$ cat src/source/spi_flash_consts.svh
`ifndef SPI_FLASH_CONSTS_SVH
`define SPI_FLASH_CONSTS_SVH

// Data word on the CPU side and in the reply
`define SPI_DATA_W 32

// Full address, low 24 bits used in three-byte mode
`define SPI_ADDR_W 32

// Flash opcode
`define SPI_CMD_W 8

// Opcode, 32-bit address and 32-bit data back to back
`define SPI_FRAME_W 72

// Bit counters, wide enough for the longest frame
`define SPI_BITCNT_W 7

// Half period of sclk in clk cycles
`define SPI_CLK_DIV_DEF 2

`endif

$ cat src/source/spi_flash_pkg.sv
`default_nettype none
`include "spi_flash_consts.svh"

package spi_flash_pkg;

	typedef logic [`SPI_DATA_W-1:0]   data_t;
	typedef logic [`SPI_ADDR_W-1:0]   addr_t;
	typedef logic [`SPI_CMD_W-1:0]    cmd_t;
	typedef logic [`SPI_FRAME_W-1:0]  frame_t;
	typedef logic [`SPI_BITCNT_W-1:0] bitcnt_t;

	// Request kinds, codes 6 and 7 fall back to opcode only
	typedef enum logic [2:0] {
		CT_CMD           = 3'd0,
		CT_CMD_READ      = 3'd1,
		CT_CMD_ADDR_READ = 3'd2,
		CT_CMD_DATA      = 3'd3,
		CT_CMD_ADDR_DATA = 3'd4,
		CT_CMD_ADDR      = 3'd5
	} cmd_type_e;

	typedef enum logic [1:0] {
		IDLE,
		SETUP,
		TRANSFER
	} ctrl_state_e;

	// Types that expect an answer on miso
	function automatic logic is_read_type(cmd_type_e t);
		return (t == CT_CMD_READ) || (t == CT_CMD_ADDR_READ);
	endfunction

endpackage

`default_nettype wire

$ cat src/source/spi_xfer_if.sv
`timescale 1ns/10ps
`default_nettype none

// Frame and lengths handed from the frame builder to the shift side
interface spi_xfer_if
	import spi_flash_pkg::*;
();

	// Left aligned, opcode in the top byte
	frame_t  frame;

	// Bits to send, then bits to receive
	bitcnt_t mosi_bits;
	bitcnt_t miso_bits;

	// High for the one cycle after a new frame is registered
	logic    build_done;

	modport builder (
		output frame,
		output mosi_bits,
		output miso_bits,
		output build_done
	);

	modport engine (
		input frame,
		input mosi_bits,
		input miso_bits,
		input build_done
	);

endinterface

`default_nettype wire

$ cat src/source/spi_frame_builder.sv
`timescale 1ns/10ps
`default_nettype none
`include "spi_flash_consts.svh"

module spi_frame_builder
	import spi_flash_pkg::*;
(
	input wire            clk,
	input wire            rst,
	input wire            setup,
	input wire data_t     data_in,
	input wire addr_t     address,
	input wire cmd_t      command,
	input wire cmd_type_e cmd_type,
	input wire bitcnt_t   nmiso_bits,
	input wire            addr_4byte,
	spi_xfer_if.builder   xfer
);

	localparam int TAIL_W  = `SPI_FRAME_W - `SPI_CMD_W;
	localparam int ADDR3_W = 24;

	logic    has_addr;
	logic    has_data;
	frame_t  frame_d;
	bitcnt_t mosi_d;

	// Which fields follow the opcode
	assign has_addr = (cmd_type == CT_CMD_ADDR_READ) || (cmd_type == CT_CMD_ADDR_DATA) ||
		(cmd_type == CT_CMD_ADDR);
	assign has_data = (cmd_type == CT_CMD_DATA) || (cmd_type == CT_CMD_ADDR_DATA);

	always_comb begin
		frame_d = '0;
		frame_d[`SPI_FRAME_W-1 -: `SPI_CMD_W] = command;
		mosi_d = bitcnt_t'(`SPI_CMD_W);
		if (has_addr && addr_4byte) begin
			frame_d[TAIL_W-1 -: `SPI_ADDR_W] = address;
			if (has_data)
				frame_d[TAIL_W-`SPI_ADDR_W-1 -: `SPI_DATA_W] = data_in;
			mosi_d = mosi_d + bitcnt_t'(`SPI_ADDR_W);
		end else if (has_addr) begin
			frame_d[TAIL_W-1 -: ADDR3_W] = address[ADDR3_W-1:0];
			if (has_data)
				frame_d[TAIL_W-ADDR3_W-1 -: `SPI_DATA_W] = data_in;
			mosi_d = mosi_d + bitcnt_t'(ADDR3_W);
		end else if (has_data) begin
			// Data right behind the opcode
			frame_d[TAIL_W-1 -: `SPI_DATA_W] = data_in;
		end
		if (has_data)
			mosi_d = mosi_d + bitcnt_t'(`SPI_DATA_W);
	end

	always_ff @(posedge clk) begin
		if (setup)
			xfer.frame <= frame_d;
	end

	always_ff @(posedge clk or posedge rst) begin
		if (rst) begin
			xfer.mosi_bits  <= '0;
			xfer.miso_bits  <= '0;
			xfer.build_done <= 1'b0;
		end else begin
			xfer.build_done <= setup;
			if (setup) begin
				xfer.mosi_bits <= mosi_d;
				xfer.miso_bits <= is_read_type(cmd_type) ? nmiso_bits : '0;
			end
		end
	end

	// A read with no reply bits would hang the receive phase
	a_read_bits: assert property (@(posedge clk) disable iff (rst)
		setup && is_read_type(cmd_type) |=> xfer.miso_bits != '0);

endmodule

`default_nettype wire

$ cat src/source/spi_sclk_gen.sv
`timescale 1ns/10ps
`default_nettype none
`include "spi_flash_consts.svh"

module spi_sclk_gen #(
	parameter int CLK_DIV = `SPI_CLK_DIV_DEF
) (
	input wire         clk,
	input wire         rst,
	input wire         run,
	spi_xfer_if.engine xfer,
	output logic       sclk,
	output logic       fall_stb,
	output logic       rise_stb,
	output logic       edges_done
);

	localparam int DIV_W  = (CLK_DIV > 1) ? $clog2(CLK_DIV) : 1;
	localparam int EDGE_W = `SPI_BITCNT_W + 2;

	logic [DIV_W-1:0]  div_cnt;
	logic [EDGE_W-1:0] edge_total;
	logic [EDGE_W-1:0] edge_cnt;
	logic [EDGE_W-1:0] edges_left;
	logic              phase;
	logic              tick;

	// Two edges per bit, sent and received
	assign edge_total = (EDGE_W'(xfer.mosi_bits) + EDGE_W'(xfer.miso_bits)) << 1;

	// Count is loaded while the new frame is announced
	assign edges_left = xfer.build_done ? edge_total : edge_cnt;

	assign tick     = run && (edges_left != '0) && (div_cnt == DIV_W'(CLK_DIV - 1));
	assign fall_stb = tick && !phase;
	assign rise_stb = tick && phase;

	always_ff @(posedge clk or posedge rst) begin
		if (rst) begin
			div_cnt    <= '0;
			edge_cnt   <= '0;
			phase      <= 1'b0;
			sclk       <= 1'b0;
			edges_done <= 1'b0;
		end else begin
			edges_done <= tick && (edges_left == EDGE_W'(1));
			if (!run) begin
				div_cnt  <= '0;
				edge_cnt <= '0;
				phase    <= 1'b0;
				sclk     <= 1'b0;
			end else begin
				if (div_cnt == DIV_W'(CLK_DIV - 1))
					div_cnt <= '0;
				else
					div_cnt <= div_cnt + 1'b1;
				edge_cnt <= edges_left - EDGE_W'(tick);
				if (tick) begin
					// Low on the first edge of a bit, high on the second
					sclk  <= phase;
					phase <= !phase;
				end else if (edges_left == '0) begin
					sclk <= 1'b0;
				end
			end
		end
	end

	// Clock must already be parked low whenever the controller is idle
	a_sclk_idle: assert property (@(posedge clk) disable iff (rst)
		!run |-> !sclk);

endmodule

`default_nettype wire

$ cat src/source/spi_shift_engine.sv
`timescale 1ns/10ps
`default_nettype none
`include "spi_flash_consts.svh"

module spi_shift_engine
	import spi_flash_pkg::*;
(
	input wire         clk,
	input wire         rst,
	input wire         start,
	input wire         fall_stb,
	input wire         rise_stb,
	spi_xfer_if.engine xfer,
	input wire         miso,
	output logic       mosi,
	output data_t      reply
);

	localparam int RX_IDX_W = $clog2(`SPI_DATA_W);

	bitcnt_t tx_cnt;
	bitcnt_t tx_rise_cnt;
	bitcnt_t rx_cnt;
	bitcnt_t tx_idx;
	logic    tx_more;
	logic    rx_take;

	// MSB first from the top of the frame
	assign tx_idx  = bitcnt_t'(`SPI_FRAME_W - 1) - tx_cnt;
	assign tx_more = (tx_cnt != xfer.mosi_bits);

	// Receive only once every sent bit has had its rising edge
	assign rx_take = rise_stb && (tx_rise_cnt == xfer.mosi_bits) &&
		(rx_cnt != xfer.miso_bits);

	always_ff @(posedge clk or posedge rst) begin
		if (rst) begin
			tx_cnt      <= '0;
			tx_rise_cnt <= '0;
			rx_cnt      <= '0;
			mosi        <= 1'b0;
		end else if (start) begin
			tx_cnt      <= '0;
			tx_rise_cnt <= '0;
			rx_cnt      <= '0;
			mosi        <= 1'b0;
		end else begin
			if (fall_stb) begin
				if (tx_more) begin
					mosi   <= xfer.frame[tx_idx];
					tx_cnt <= tx_cnt + 1'b1;
				end else begin
					mosi <= 1'b0;
				end
			end
			if (rise_stb && (tx_rise_cnt != xfer.mosi_bits))
				tx_rise_cnt <= tx_rise_cnt + 1'b1;
			if (rx_take)
				rx_cnt <= rx_cnt + 1'b1;
		end
	end

	// First received bit in bit 0, unused upper bits stay zero
	always_ff @(posedge clk) begin
		if (start)
			reply <= '0;
		else if (rx_take)
			reply[rx_cnt[RX_IDX_W-1:0]] <= miso;
	end

endmodule

`default_nettype wire

$ cat src/source/spi_flash_ctrl.sv
`timescale 1ns/10ps
`default_nettype none

module spi_flash_ctrl
	import spi_flash_pkg::*;
(
	input wire            clk,
	input wire            rst,
	input wire            valid,
	input wire            build_done,
	input wire            edges_done,
	input wire data_t     reply,
	input wire cmd_type_e cmd_type,
	output logic          setup,
	output logic          run,
	output logic          ss,
	output logic          tready,
	output data_t         data_out,
	output logic          valid_out
);

	ctrl_state_e state;
	logic        valid_q;
	logic        expect_answer;

	// New request only on a rising valid while idle
	assign setup = (state == IDLE) && valid && !valid_q;

	// Divider runs from SETUP so its first half period lines up with ss falling
	assign run = (state == SETUP) || (state == TRANSFER);

	always_ff @(posedge clk or posedge rst) begin
		if (rst) begin
			state         <= IDLE;
			valid_q       <= 1'b0;
			expect_answer <= 1'b0;
			ss            <= 1'b1;
			tready        <= 1'b1;
			data_out      <= '0;
			valid_out     <= 1'b0;
		end else begin
			valid_q   <= valid;
			valid_out <= 1'b0;
			case (state)
				IDLE: begin
					if (setup) begin
						expect_answer <= is_read_type(cmd_type);
						tready        <= 1'b0;
						state         <= SETUP;
					end
				end
				SETUP: begin
					if (build_done) begin
						ss    <= 1'b0;
						state <= TRANSFER;
					end
				end
				TRANSFER: begin
					if (edges_done) begin
						ss        <= 1'b1;
						tready    <= 1'b1;
						data_out  <= reply;
						valid_out <= expect_answer;
						state     <= IDLE;
					end
				end
				default: begin
					ss     <= 1'b1;
					tready <= 1'b1;
					state  <= IDLE;
				end
			endcase
		end
	end

	// Slave select belongs to the transfer state alone
	a_ss_transfer: assert property (@(posedge clk) disable iff (rst)
		!ss |-> state == TRANSFER);

	// Never ready for a new request while the flash is selected
	a_ready_ss: assert property (@(posedge clk) disable iff (rst)
		!(tready && !ss));

endmodule

`default_nettype wire

$ cat src/source/spi_flash_master.sv
`timescale 1ns/10ps
`default_nettype none
`include "spi_flash_consts.svh"

module spi_flash_master
	import spi_flash_pkg::*;
#(
	parameter int CLK_DIV = `SPI_CLK_DIV_DEF
) (
	input wire            clk,
	input wire            rst,
	input wire data_t     data_in,
	input wire addr_t     address,
	input wire cmd_t      command,
	input wire cmd_type_e cmd_type,
	input wire bitcnt_t   nmiso_bits,
	input wire            addr_4byte,
	input wire            valid,
	output data_t         data_out,
	output logic          valid_out,
	output logic          tready,
	output logic          sclk,
	output logic          ss,
	output logic          mosi,
	input wire            miso
);

	logic  setup;
	logic  run;
	logic  fall_stb;
	logic  rise_stb;
	logic  edges_done;
	data_t reply;

	spi_xfer_if xfer ();

	spi_frame_builder frame_builder_i (
		.clk        (clk),
		.rst        (rst),
		.setup      (setup),
		.data_in    (data_in),
		.address    (address),
		.command    (command),
		.cmd_type   (cmd_type),
		.nmiso_bits (nmiso_bits),
		.addr_4byte (addr_4byte),
		.xfer       (xfer.builder)
	);

	spi_sclk_gen #(
		.CLK_DIV (CLK_DIV)
	) sclk_gen_i (
		.clk        (clk),
		.rst        (rst),
		.run        (run),
		.xfer       (xfer.engine),
		.sclk       (sclk),
		.fall_stb   (fall_stb),
		.rise_stb   (rise_stb),
		.edges_done (edges_done)
	);

	// Setup pulse also clears the engine for the coming frame
	spi_shift_engine shift_engine_i (
		.clk      (clk),
		.rst      (rst),
		.start    (setup),
		.fall_stb (fall_stb),
		.rise_stb (rise_stb),
		.xfer     (xfer.engine),
		.miso     (miso),
		.mosi     (mosi),
		.reply    (reply)
	);

	spi_flash_ctrl flash_ctrl_i (
		.clk        (clk),
		.rst        (rst),
		.valid      (valid),
		.build_done (xfer.build_done),
		.edges_done (edges_done),
		.reply      (reply),
		.cmd_type   (cmd_type),
		.setup      (setup),
		.run        (run),
		.ss         (ss),
		.tready     (tready),
		.data_out   (data_out),
		.valid_out  (valid_out)
	);

endmodule

`default_nettype wire

$ cat config.mk
export PLATFORM = sky130hd
export DESIGN_NAME = spi_flash_master
export DESIGN_NICKNAME = d
export VERILOG_FILES = /design/src/source/spi_flash_pkg.sv /design/src/source/spi_xfer_if.sv /design/src/source/spi_frame_builder.sv /design/src/source/spi_sclk_gen.sv /design/src/source/spi_shift_engine.sv /design/src/source/spi_flash_ctrl.sv /design/src/source/spi_flash_master.sv
export VERILOG_INCLUDE_DIRS = /design/src /design/src/source
export SDC_FILE = /design/constraint.sdc
export NUM_CORES = 1
export LEC_CHECK = 0
export BUFFER_PORTS_ARGS = -buffer_cell sky130_fd_sc_hd__buf_2
export CAP_MARGIN = 20
export CORE_MARGIN = 3
export CORE_UTILIZATION = 50
export CTS_CLUSTER_DIAMETER = 50
export DETAILED_ROUTE_END_ITERATION = 7
export PLACE_DENSITY = 0.77
export SYNTH_ARGS = -nofsm -noshare
export SYNTH_HDL_FRONTEND = slang
export SYNTH_SLANG_ARGS = --single-unit
$ cat constraint.sdc
create_clock -name clk -period 11.1 [get_ports clk]
set_clock_uncertainty 0.05 [all_clocks]
set_input_delay 2.22 -clock clk [delete_from_list [all_inputs] [get_ports clk]]
set_output_delay 2.22 -clock clk [all_outputs]
set_load 0.05 [all_outputs]
==> results of run 1 <==
-- per-layer routing --
metal / GRT usage (%) / wire (µm) / up-vias
li1: - / - / 3452
met1: 29.78 / 10010 / 3497
met2: 33.67 / 10600 / 280
met3: 4.283 / 1494 / 35
met4: 7.338 / 495 / 0
met5: 0 / 0 / -
-- sequential cells by signal, summed over array words and instances (netlist names), 2 cells and up --
name                            count
shift_engine_i.rx_cnt               7
frame_builder_i.xfer.frame         72
sclk_gen_i.edge_cnt                 9
shift_engine_i.reply               32
frame_builder_i.xfer.miso_bits      7
shift_engine_i.tx_cnt               7
frame_builder_i.xfer.mosi_bits      3
flash_ctrl_i.data_out              32
flash_ctrl_i.state                  2
shift_engine_i.tx_rise_cnt          7
-- synthesized netlist by cell type (all sizes together) (4+ instances only) --
master   number
a2111oi       4
a211oi       14
a21o          4
a21oi        38
a22o          7
and2          7
and3         14
buf          31
clkbuf       31
dfrtp        83
dfxtp        32
edfxtp       72
ha           20
inv          17
mux2         35
mux2i        76
mux4         16
nand2        80
nand2b       17
nand3        23
nand4        26
nor2         54
nor2b        16
nor3          5
nor3b         4
o2111ai       4
o21a          5
o21ai        62
o31ai         6
or3           9
xnor2        24
xor2          9
-- cells by family (layout without fill, tap and decap cells) --
| logic type | count (synthesis) | in the layout | synth area share [%] |
|---|---|---|---|
| adder cells (fa/ha/maj) | 20 | 20 | 2.540 |
| buffers and inverters | 79 | 181 | 3.518 |
| AND/OR/NAND/NOR | 276 | 276 | 14.47 |
| XOR/XNOR | 33 | 33 | 2.934 |
| flip-flops | 189 | 189 | 50.07 |
| AO/OA/AOI/OAI | 166 | 166 | 11.09 |
| multiplexers | 127 | 127 | 15.38 |
-- cell type report --
class	instances	area (µm²)	area share, %
clock inverters	15	166.4	1.490
repair buffers	132	683.2	6.116
flip-flops and latches	189	4932	44.15
well taps	260	325.3	2.912
clock buffers	17	425.4	3.808
inverters	17	66.31	0.5936
multi-input cells	622	4572	40.93
-- stage by stage --
step	hold WS (ns)	cell area, µm²
floorplan	0.3860	9851
global placement	0.4002	10570
detailed placement	0.4139	10570
CTS	0.4240	11160
global route	0.4339	11170
finish	0.4156	11170
-- path summary, 6_finish.rpt --
path / from / to / slack [ns] / cells after the start
min reg2reg: shift_engine_i.reply[15] / shift_engine_i.reply[15] / 0.42 / 2
min in group asynchronous: rst / flash_ctrl_i.valid_q / 1.62 / 2
max: valid / shift_engine_i.tx_cnt[4] / 6.78 / 8
max in group asynchronous: rst / flash_ctrl_i.data_out[28] / 8.22 / 3
max reg2reg: frame_builder_i.xfer.build_done / sclk_gen_i.edge_cnt[5] / 7.60 / 10
min: shift_engine_i.reply[15] / shift_engine_i.reply[15] / 0.42 / 2
-- power by group through the flow --
stage	clock network (mW)	logic (mW)	registers, mW
finish	0.607	0.474	0.857
global route	0.647	0.522	0.866
CTS	0.615	0.474	0.857
detailed placement	0	0.470	0.871
global placement	0	0.460	0.869
floorplan	0	0.357	0.864
-- cell usage in the layout, fill, tap and decap left out, drive strengths merged, types with 17 or more instances in the layout --
cell type / synthesis / routed
nor2: 54 / 54
mux2i: 76 / 76
o21ai: 62 / 62
nand2b: 17 / 17
a21oi: 38 / 38
xnor2: 24 / 24
nand4: 26 / 26
inv: 17 / 22
nand3: 23 / 23
mux2: 35 / 35
dfxtp: 32 / 32
nand2: 80 / 80
dfrtp: 83 / 83
buf: 31 / 131
edfxtp: 72 / 72
ha: 20 / 20
clkbuf: 31 / 18
-- worst max-delay path: cells and delay by family --
kind                   cells  cell delay (ns)
buffers and inverters      4             1.51
and+or+nand+nor            4             0.84
==> flow_summary.ini, run 1 <==
[pwr]
comb_power_share_pct = 24.5
peakVddDrop_uv = 128.2
p_switching_mw = 0.6544
power_per_cell_area_mw_per_mm2 = 173.5
intPower_mw = 1.284
swShare_pct = 33.77
p_leak_nw = 4.850
power_mw = 1.938
sequentialPowerShare_pct = 44.2
clkPwrFrac_pct = 31.3

[die]
design.core.area_mm2 = 0.01902
chipWidth_um = 146.4
dieArea_mm2 = 0.02142
io_pins = 124
num_rows = 50
initial_core_util_pct = 51.80
die_h_um = 146.4

[final_layout]
final.fill_count = 1580
synthToLayoutAreaGrowth_pct = 13.40
post-route-util_pct = 58.74
fin_cells = 1252
post_route_cells_drive_above_1_share_pct = 24.19
antenna_cells = 0
nets = 1086

[setup_path]
setup.worst_path.start_class = primary input
critPathSlowestCell = or4_1
path_cells = buf_2 > nand2_1 > or2_2 > buf_4 > clkinv_2 > buf_4 > or4_1 > nand2_1
cp_data_arrival_time_ns = 4.65
cp_max_fo = 87
crit_type = primary input to register
critPathMaxStageDelay_ns = 0.62
critPathCaptureType = register
critPathRequiredTime_ns = 11.43

[routing]
wire_per_inst_um = 18.05
vias = 7264
first_pass_iters = 7
drt-total-wl_mm = 22.60
viasPerCell = 5.802
drc_errors = 0
first_iter_violations = 538
ant_nets = 0

[sta]
setup_ws_ns = 6.777
rsz0062_at_grt = false
fin_crit_ns = 4.323
timing.fmax_ghz = 0.2313
final_hold_viol_count = 0
fin_crit_sh_pct = 38.95
maxSlewHeadroom_pct = 28.76
tns_ns = 0
setup_viol = 0
maxSlewViolCount = 0
worst_slew_pin_slew_ns = 1.069

[logic_synthesis]
synth_edf_count = 72
synth_fp_nets = 997
synth_cells = 890
synth-seq-area-share_pct = 50.07
synth_area_mm2 = 0.009851
synthArstFlopShare_pct = 44.97
yosys_warnings = 0
synthFlopType = dfrtp_1
synth_area_per_cell_um2 = 11.07
yosys.area.top_type = edfxtp_1
synth.top_cell.area_share_pct = 21.95
synth_cell_types = 70
synth_seq_cells = 189
yosys-top-cells-area = edfxtp_1 22%, dfrtp_1 21%, mux2i_1 7.7%

[global_route]
grt_usage_pct = 21.38
antenna_found_initial = 0
grt_pass1_wl_mm = 37.10
grt.overflow.total = 0
grt_pass1_vias = 7121
grt_max_degree = 88

[clock_network]
cts_hold_buf = 0
numCtsBuffers = 17
clkSlewWorstSetupHoldPaths_ns = 0.07
cts_tree = yes
ctsHtreeMaxLevel = 4
post_cts_buffers = 0
cts_buffer_depth = 2
cts_sinks = 189
worst_skew_pair.late_latency_ns = 0.44
cts_resized = 0
cts-root-buf = clkbuf_16

[placed_design]
pre_cts_slack_ns = 6.366
port_buffers = 123
dp.cells = 1219
dp.final_hpwl_mm = 15.54
gp_congestion = 0.8785

[run_status]
status = complete, no violations

[hold_path]
holdCritPathClass = register to register

[job]
cap_violations = 0
(Power assumes the default switching activity.)
==> inputs of run 2 (changes only) <==
==> constraint.sdc (replaced) <==
create_clock -name clk -period 4 [get_ports clk]
set_clock_uncertainty 0.05 [all_clocks]
set_input_delay 0.8 -clock clk [delete_from_list [all_inputs] [get_ports clk]]
set_output_delay 0.8 -clock clk [all_outputs]
set_load 0.05 [all_outputs]
==> flow_summary.ini, run 2 (synthesized netlist as in run 1, its figures left out) <==
[final_layout]
post_route_cells_drive_above_1_share_pct = 24.80
reg.largest.list = frame_builder_i.xfer.frame: 72 flops, flash_ctrl_i.data_out: 32 flops, shift_engine_i.reply: 32 flops
synthToLayoutAreaGrowth_pct = 14.39
final.fill_count = 1616
regMostFlops = frame_builder_i.xfer.frame
antenna_cells = 0
largest_reg_flops = 72
nets = 1094
fin_cells = 1260
final_cell_mix = 123 x buf_2, 83 x dfrtp_1, 80 x nand2_1
final_common_cell = buf_2
post-route-util_pct = 59.25

[pwr]
swShare_pct = 33.98
clkPwrFrac_pct = 31.8
power_per_cell_area_mw_per_mm2 = 483.8
peakVddDrop_uv = 320.2
sequentialPowerShare_pct = 43.2
p_switching_mw = 1.853
p_leak_nw = 4.906
intPower_mw = 3.599
power_mw = 5.452
comb_power_share_pct = 25.0

[clock_network]
cts-root-buf = clkbuf_16
cts_hold_buf = 0
numCtsBuffers = 17
cts_tree = yes
cts_resized = 0
post_cts_buffers = 0
clkSlewWorstSetupHoldPaths_ns = 0.08
ctsHtreeMaxLevel = 4
worst_skew_pair.late_latency_ns = 0.44
cts_sinks = 189
cts_buffer_depth = 2

[routing]
first_pass_iters = 5
drt-total-wl_mm = 22.98
ant_nets = 0
vias = 7308
wire_per_inst_um = 18.24
drc_errors = 0
viasPerCell = 5.800
first_iter_violations = 571

[setup_path]
critPathCaptureType = register
crit_type = register to register
critPathRequiredTime_ns = 4.32
cp_data_arrival_time_ns = 3.57
setup.worst_path.start_class = register
cp_max_fo = 7

[die]
chipWidth_um = 146.4
die_h_um = 146.4
io_pins = 124
initial_core_util_pct = 51.80
num_rows = 50
design.core.area_mm2 = 0.01902
dieArea_mm2 = 0.02142

[sta]
maxSlewViolCount = 0
maxSlewHeadroom_pct = 32.41
fin_crit_sh_pct = 81.02
tns_ns = 0
timing.fmax_ghz = 0.3086
fin_crit_ns = 3.241
final_hold_viol_count = 0
rsz0062_at_grt = false
holdWs_ns = 0.2618
setup_viol = 0
worst_slew_pin_slew_ns = 1.014

[global_route]
antenna_found_initial = 0
grt_use_met3_pct = 5.028
use_met2_pct = 34.98
grt_pass1_vias = 7310
met1_usage_pct = 29.74
top_usage_layer = met2
grt.overflow.total = 0
grt_max_degree = 48
grt_usage_pct = 21.87
grt_pass1_wl_mm = 37.81

[run_status]
status = complete, no violations

[placed_design]
dp.cells = 1228
gp_congestion = 0.8703
port_buffers = 123
dp.final_hpwl_mm = 16.31

[hold_path]
holdCritPathClass = primary input to asynchronous set/reset pin

[job]
cap_violations = 0
[run 2: cell types whose count changed in the layout (fill, tap and decap cells not counted), sizes merged]
cell | before | now
clkbuf | 18 | 17
inv | 22 | 23
clkinvlp | 1 | 0
buf | 131 | 140
[run 2: path summary, 6_finish.rpt]
check,from,end,slack (ns),cells past startpoint
max,frame_builder_i.xfer.mosi_bits[3],sclk_gen_i.edge_cnt[5],0.76,12
min,rst,frame_builder_i.xfer.miso_bits[2],0.26,2
max reg2reg,frame_builder_i.xfer.mosi_bits[3],sclk_gen_i.edge_cnt[5],0.76,12
max in group asynchronous,rst,sclk_gen_i.edge_cnt[5],2.88,3
min in group clk,shift_engine_i.reply[13],shift_engine_i.reply[13],0.42,2
min reg2reg,shift_engine_i.reply[13],shift_engine_i.reply[13],0.42,2
[run 2: power groups by stage]
| stage | registers (mW) | logic (mW) | clock network (mW) |
|---|---|---|---|
| CTS | 2.36 | 1.36 | 1.77 |
| global route | 2.38 | 1.50 | 1.85 |
| global placement | 2.39 | 1.32 | 0 |
| finish | 2.36 | 1.36 | 1.74 |
| floorplan | 2.39 | 0.992 | 0 |
| detailed placement | 2.40 | 1.35 | 0 |
[run 2: layer usage]
| metal | vias to the layer above | share of wire [%] |
|---|---|---|
| met5 | - | 0 |
| met4 | 0 | 1.7 |
| met3 | 29 | 6.9 |
| met2 | 311 | 47 |
| met1 | 3519 | 44 |
| li1 | 3449 | - |
[run 2: per-stage QoR]
step	instance area (µm²)	setup WS, ns
floorplan	9858	0.7256
global placement	10650	0.9930
detailed placement	10650	0.8344
CTS	11270	0.7848
global route	11270	0.4884
finish	11270	0.7593
[run 2: area by class of cell]
| cell class | count | area, µm² | area share, % |
|---|---|---|---|
| clock buffer | 17 | 425.4 | 3.775 |
| clock inverter | 15 | 191.4 | 1.699 |
| inverter | 17 | 66.31 | 0.5885 |
| multi-input combinational | 622 | 4572 | 40.57 |
| sequential | 189 | 4932 | 43.77 |
| tap | 260 | 325.3 | 2.887 |
| timing repair buffer | 140 | 755.7 | 6.707 |
[run 2: worst max-delay path, stage by stage, from the launching register on]
cell	delay, ns
dfrtp_1	0.44
ha_1	0.22
ha_1	0.31
nor3b_1	0.07
o221ai_1	0.40
a211o_1	0.29
nor2_1	0.10
nor2_1	0.19
ha_1	0.21
nand3_1	0.21
or3_1	0.38
a21oi_1	0.15
o21a_1	0.15
==> inputs of run 3 (changes only) <==
--- a/config.mk
+++ b/config.mk
@@ -12,7 +12,7 @@
 export CORE_UTILIZATION = 50
 export CTS_CLUSTER_DIAMETER = 50
 export DETAILED_ROUTE_END_ITERATION = 7
-export PLACE_DENSITY = 0.77
+export PLACE_DENSITY = 0.8
 export SYNTH_ARGS = -nofsm -noshare
 export SYNTH_HDL_FRONTEND = slang
 export SYNTH_SLANG_ARGS = --single-unit
==> constraint.sdc (replaced) <==
create_clock -name clk -period 2.75 [get_ports clk]
set_clock_uncertainty 0.05 [all_clocks]
set_input_delay 0.55 -clock clk [delete_from_list [all_inputs] [get_ports clk]]
set_output_delay 0.55 -clock clk [all_outputs]
set_load 0.05 [all_outputs]
==> flow_summary.ini, run 3 (synthesized netlist as in run 1, its figures left out) <==
[run_status]
status = complete, no violations

[final_layout]
antenna_cells = 0
final_cell_mix = 123 x buf_2, 83 x dfrtp_1, 80 x nand2_1
regMostFlops = frame_builder_i.xfer.frame
nets = 1129
reg.largest.list = frame_builder_i.xfer.frame: 72 flops, flash_ctrl_i.data_out: 32 flops, shift_engine_i.reply: 32 flops
final_area_mm2 = 0.01172
largest_reg_flops = 72
post_route_cells_drive_above_1_share_pct = 28.21
synthToLayoutAreaGrowth_pct = 18.98
post-route-util_pct = 61.63
final_common_cell = buf_2

[global_route]
grt_pass1_wl_mm = 38.30
grt_pass1_vias = 7517
grt.overflow.total = 0
grt_max_degree = 86
antenna_found_initial = 0
grt_usage_pct = 21.96

[setup_path]
critical_path.top_delay_family = compound AO/OA/AOI/OAI gates
ff2ff_path_depth = 9
critPathRequiredTime_ns = 2.99
crit_type = register to register
r2r_setup_slack_ns = 0.13
cp.depth = 9
critPathCaptureType = register
reg2reg_from = frame_builder_i.xfer.miso_bits[5]
r2r_end = shift_engine_i.reply[14]
crit_buf_inv = 2
cp_max_fo = 35
critPathMaxStageDelay_ns = 0.41
cp_data_arrival_time_ns = 2.86
path_cells = ha_1 > a21o_1 > a21oi_1 > o2111a_1 > buf_4 > a211oi_4 > buf_12 > nand3_1 > mux2i_1
setup.worst_path.start_class = register
critPathSlowestCell = dfrtp_1

[die]
num_rows = 50
dieArea_mm2 = 0.02142
initial_core_util_pct = 51.80
io_pins = 124
die_h_um = 146.4
chipWidth_um = 146.4
design.core.area_mm2 = 0.01902

[pwr]
peakVddDrop_uv = 581.4
p_leak_nw = 5.106
sequentialPowerShare_pct = 40.3
p_switching_mw = 2.817
clkPwrFrac_pct = 29.9
comb_power_share_pct = 29.8
intPower_mw = 5.663
power_per_cell_area_mw_per_mm2 = 723.6
swShare_pct = 33.22

[hold_path]
holdCritPathClass = primary input to register
holdCritStartpoint = valid
hold_path_end = flash_ctrl_i.valid_q
hold_depth = 1

[sta]
fin_crit_sh_pct = 95.25
final_hold_viol_count = 0
setup_ws_ns = 0.1306
maxSlewViolCount = 0
maxSlewHeadroom_pct = 45.17
holdWs_ns = 0.1849
rsz0062_at_grt = true
fin_crit_ns = 2.619
setup_viol = 0
worst_slew_pin_slew_ns = 0.8224
timing.fmax_ghz = 0.3818
tns_ns = 0

[placed_design]
port_buffers = 123
dp.final_hpwl_mm = 16.82
pre_cts_slack_ns = 0.04034
gp_congestion = 0.8985
dpl-instance-area_mm2 = 0.01099

[clock_network]
ctsHtreeMaxLevel = 4
worst_skew_pair.late_latency_ns = 0.43
cts_sinks = 189
cts_buffer_depth = 2
cts_tree = yes
numCtsBuffers = 17
cts-root-buf = clkbuf_16
clkSlewWorstSetupHoldPaths_ns = 0.08

[routing]
vias = 7510
viasPerCell = 5.799
first_pass_iters = 5
drt-total-wl_mm = 23.64
ant_nets = 0
wire_per_inst_um = 18.26
first_iter_violations = 643
drc_errors = 0

[job]
cap_violations = 0
## run 3: changes by cell type in the layout (fill, tap and decap cells not counted), sizes merged
cell and delta:
clkinvlp +2, clkinv -1, buf +35, inv -2, bufinv +1
## run 3: final cells by class
type                       count  area, µm²
tap                          260      325.3
fill                        1501       7298
multi-input combinational    622       4664
timing repair buffer         175       1106
clock buffer                  17      425.4
inverter                      17      68.82
sequential                   189       4932
clock inverter                15      197.7
## run 3: power groups by stage
stage | Sequential [mW] | Clock (mW) | Combinational (mW)
5_1_grt | 3.45 | 2.69 | 2.75
3_5_place_dp | 3.46 | 0 | 2.31
2_1_floorplan | 3.47 | 0 | 1.46
4_1_cts | 3.41 | 2.57 | 2.33
6_report | 3.41 | 2.54 | 2.53
3_3_place_gp | 3.45 | 0 | 2.25
## run 3: stage by stage
| step | total power, mW | cells |
|---|---|---|
| after CTS | 8.308 | 1293 |
| after global placement | 5.699 | 1261 |
| after detailed placement | 5.778 | 1261 |
| after global routing | 8.887 | 1295 |
| after floorplan | 4.931 | 890 |
| final | 8.481 | 1295 |
## run 3: worst register-to-register path, cell delays in order (launching register included)
cell	delay, ns
dfrtp_1	0.41
ha_1	0.37
a21o_1	0.14
a21oi_1	0.09
o2111a_1	0.40
buf_4	0.23
a211oi_4	0.27
buf_12	0.23
nand3_1	0.15
mux2i_1	0.15
## run 3: timing repair
action,4_1_cts,5_1_grt
endpoints found under the setup margin,0,33
hold buffers,0,0
gates resized for setup,0,12
setup buffers,0,2
## run 3: per-layer routing
| layer | wire (µm) | global-route usage [%] | up-vias |
|---|---|---|---|
| li1 | - | - | 3522 |
| met1 | 9924 | 28.68 | 3632 |
| met2 | 11430 | 36.14 | 312 |
| met3 | 1761 | 5.431 | 44 |
| met4 | 530 | 7.197 | 0 |
| met5 | 0 | 0 | - |
## run 3: how the worst max path moves through the flow
stage / startpoint / endpoint / slack (ns)
6_report: frame_builder_i.xfer.miso_bits[5] / shift_engine_i.reply[14] / 0.13
5_1_grt: frame_builder_i.xfer.miso_bits[5] / sclk_gen_i.edge_cnt[5] / -0.05
4_1_cts: frame_builder_i.xfer.miso_bits[5] / sclk_gen_i.edge_cnt[5] / 0.01
3_5_place_dp: frame_builder_i.xfer.miso_bits[3] / sclk_gen_i.edge_cnt[5] / 0.04
3_3_place_gp: frame_builder_i.xfer.miso_bits[3] / sclk_gen_i.edge_cnt[5] / 0.10
2_1_floorplan: frame_builder_i.xfer.mosi_bits[3] / sclk_gen_i.edge_cnt[5] / 0.06
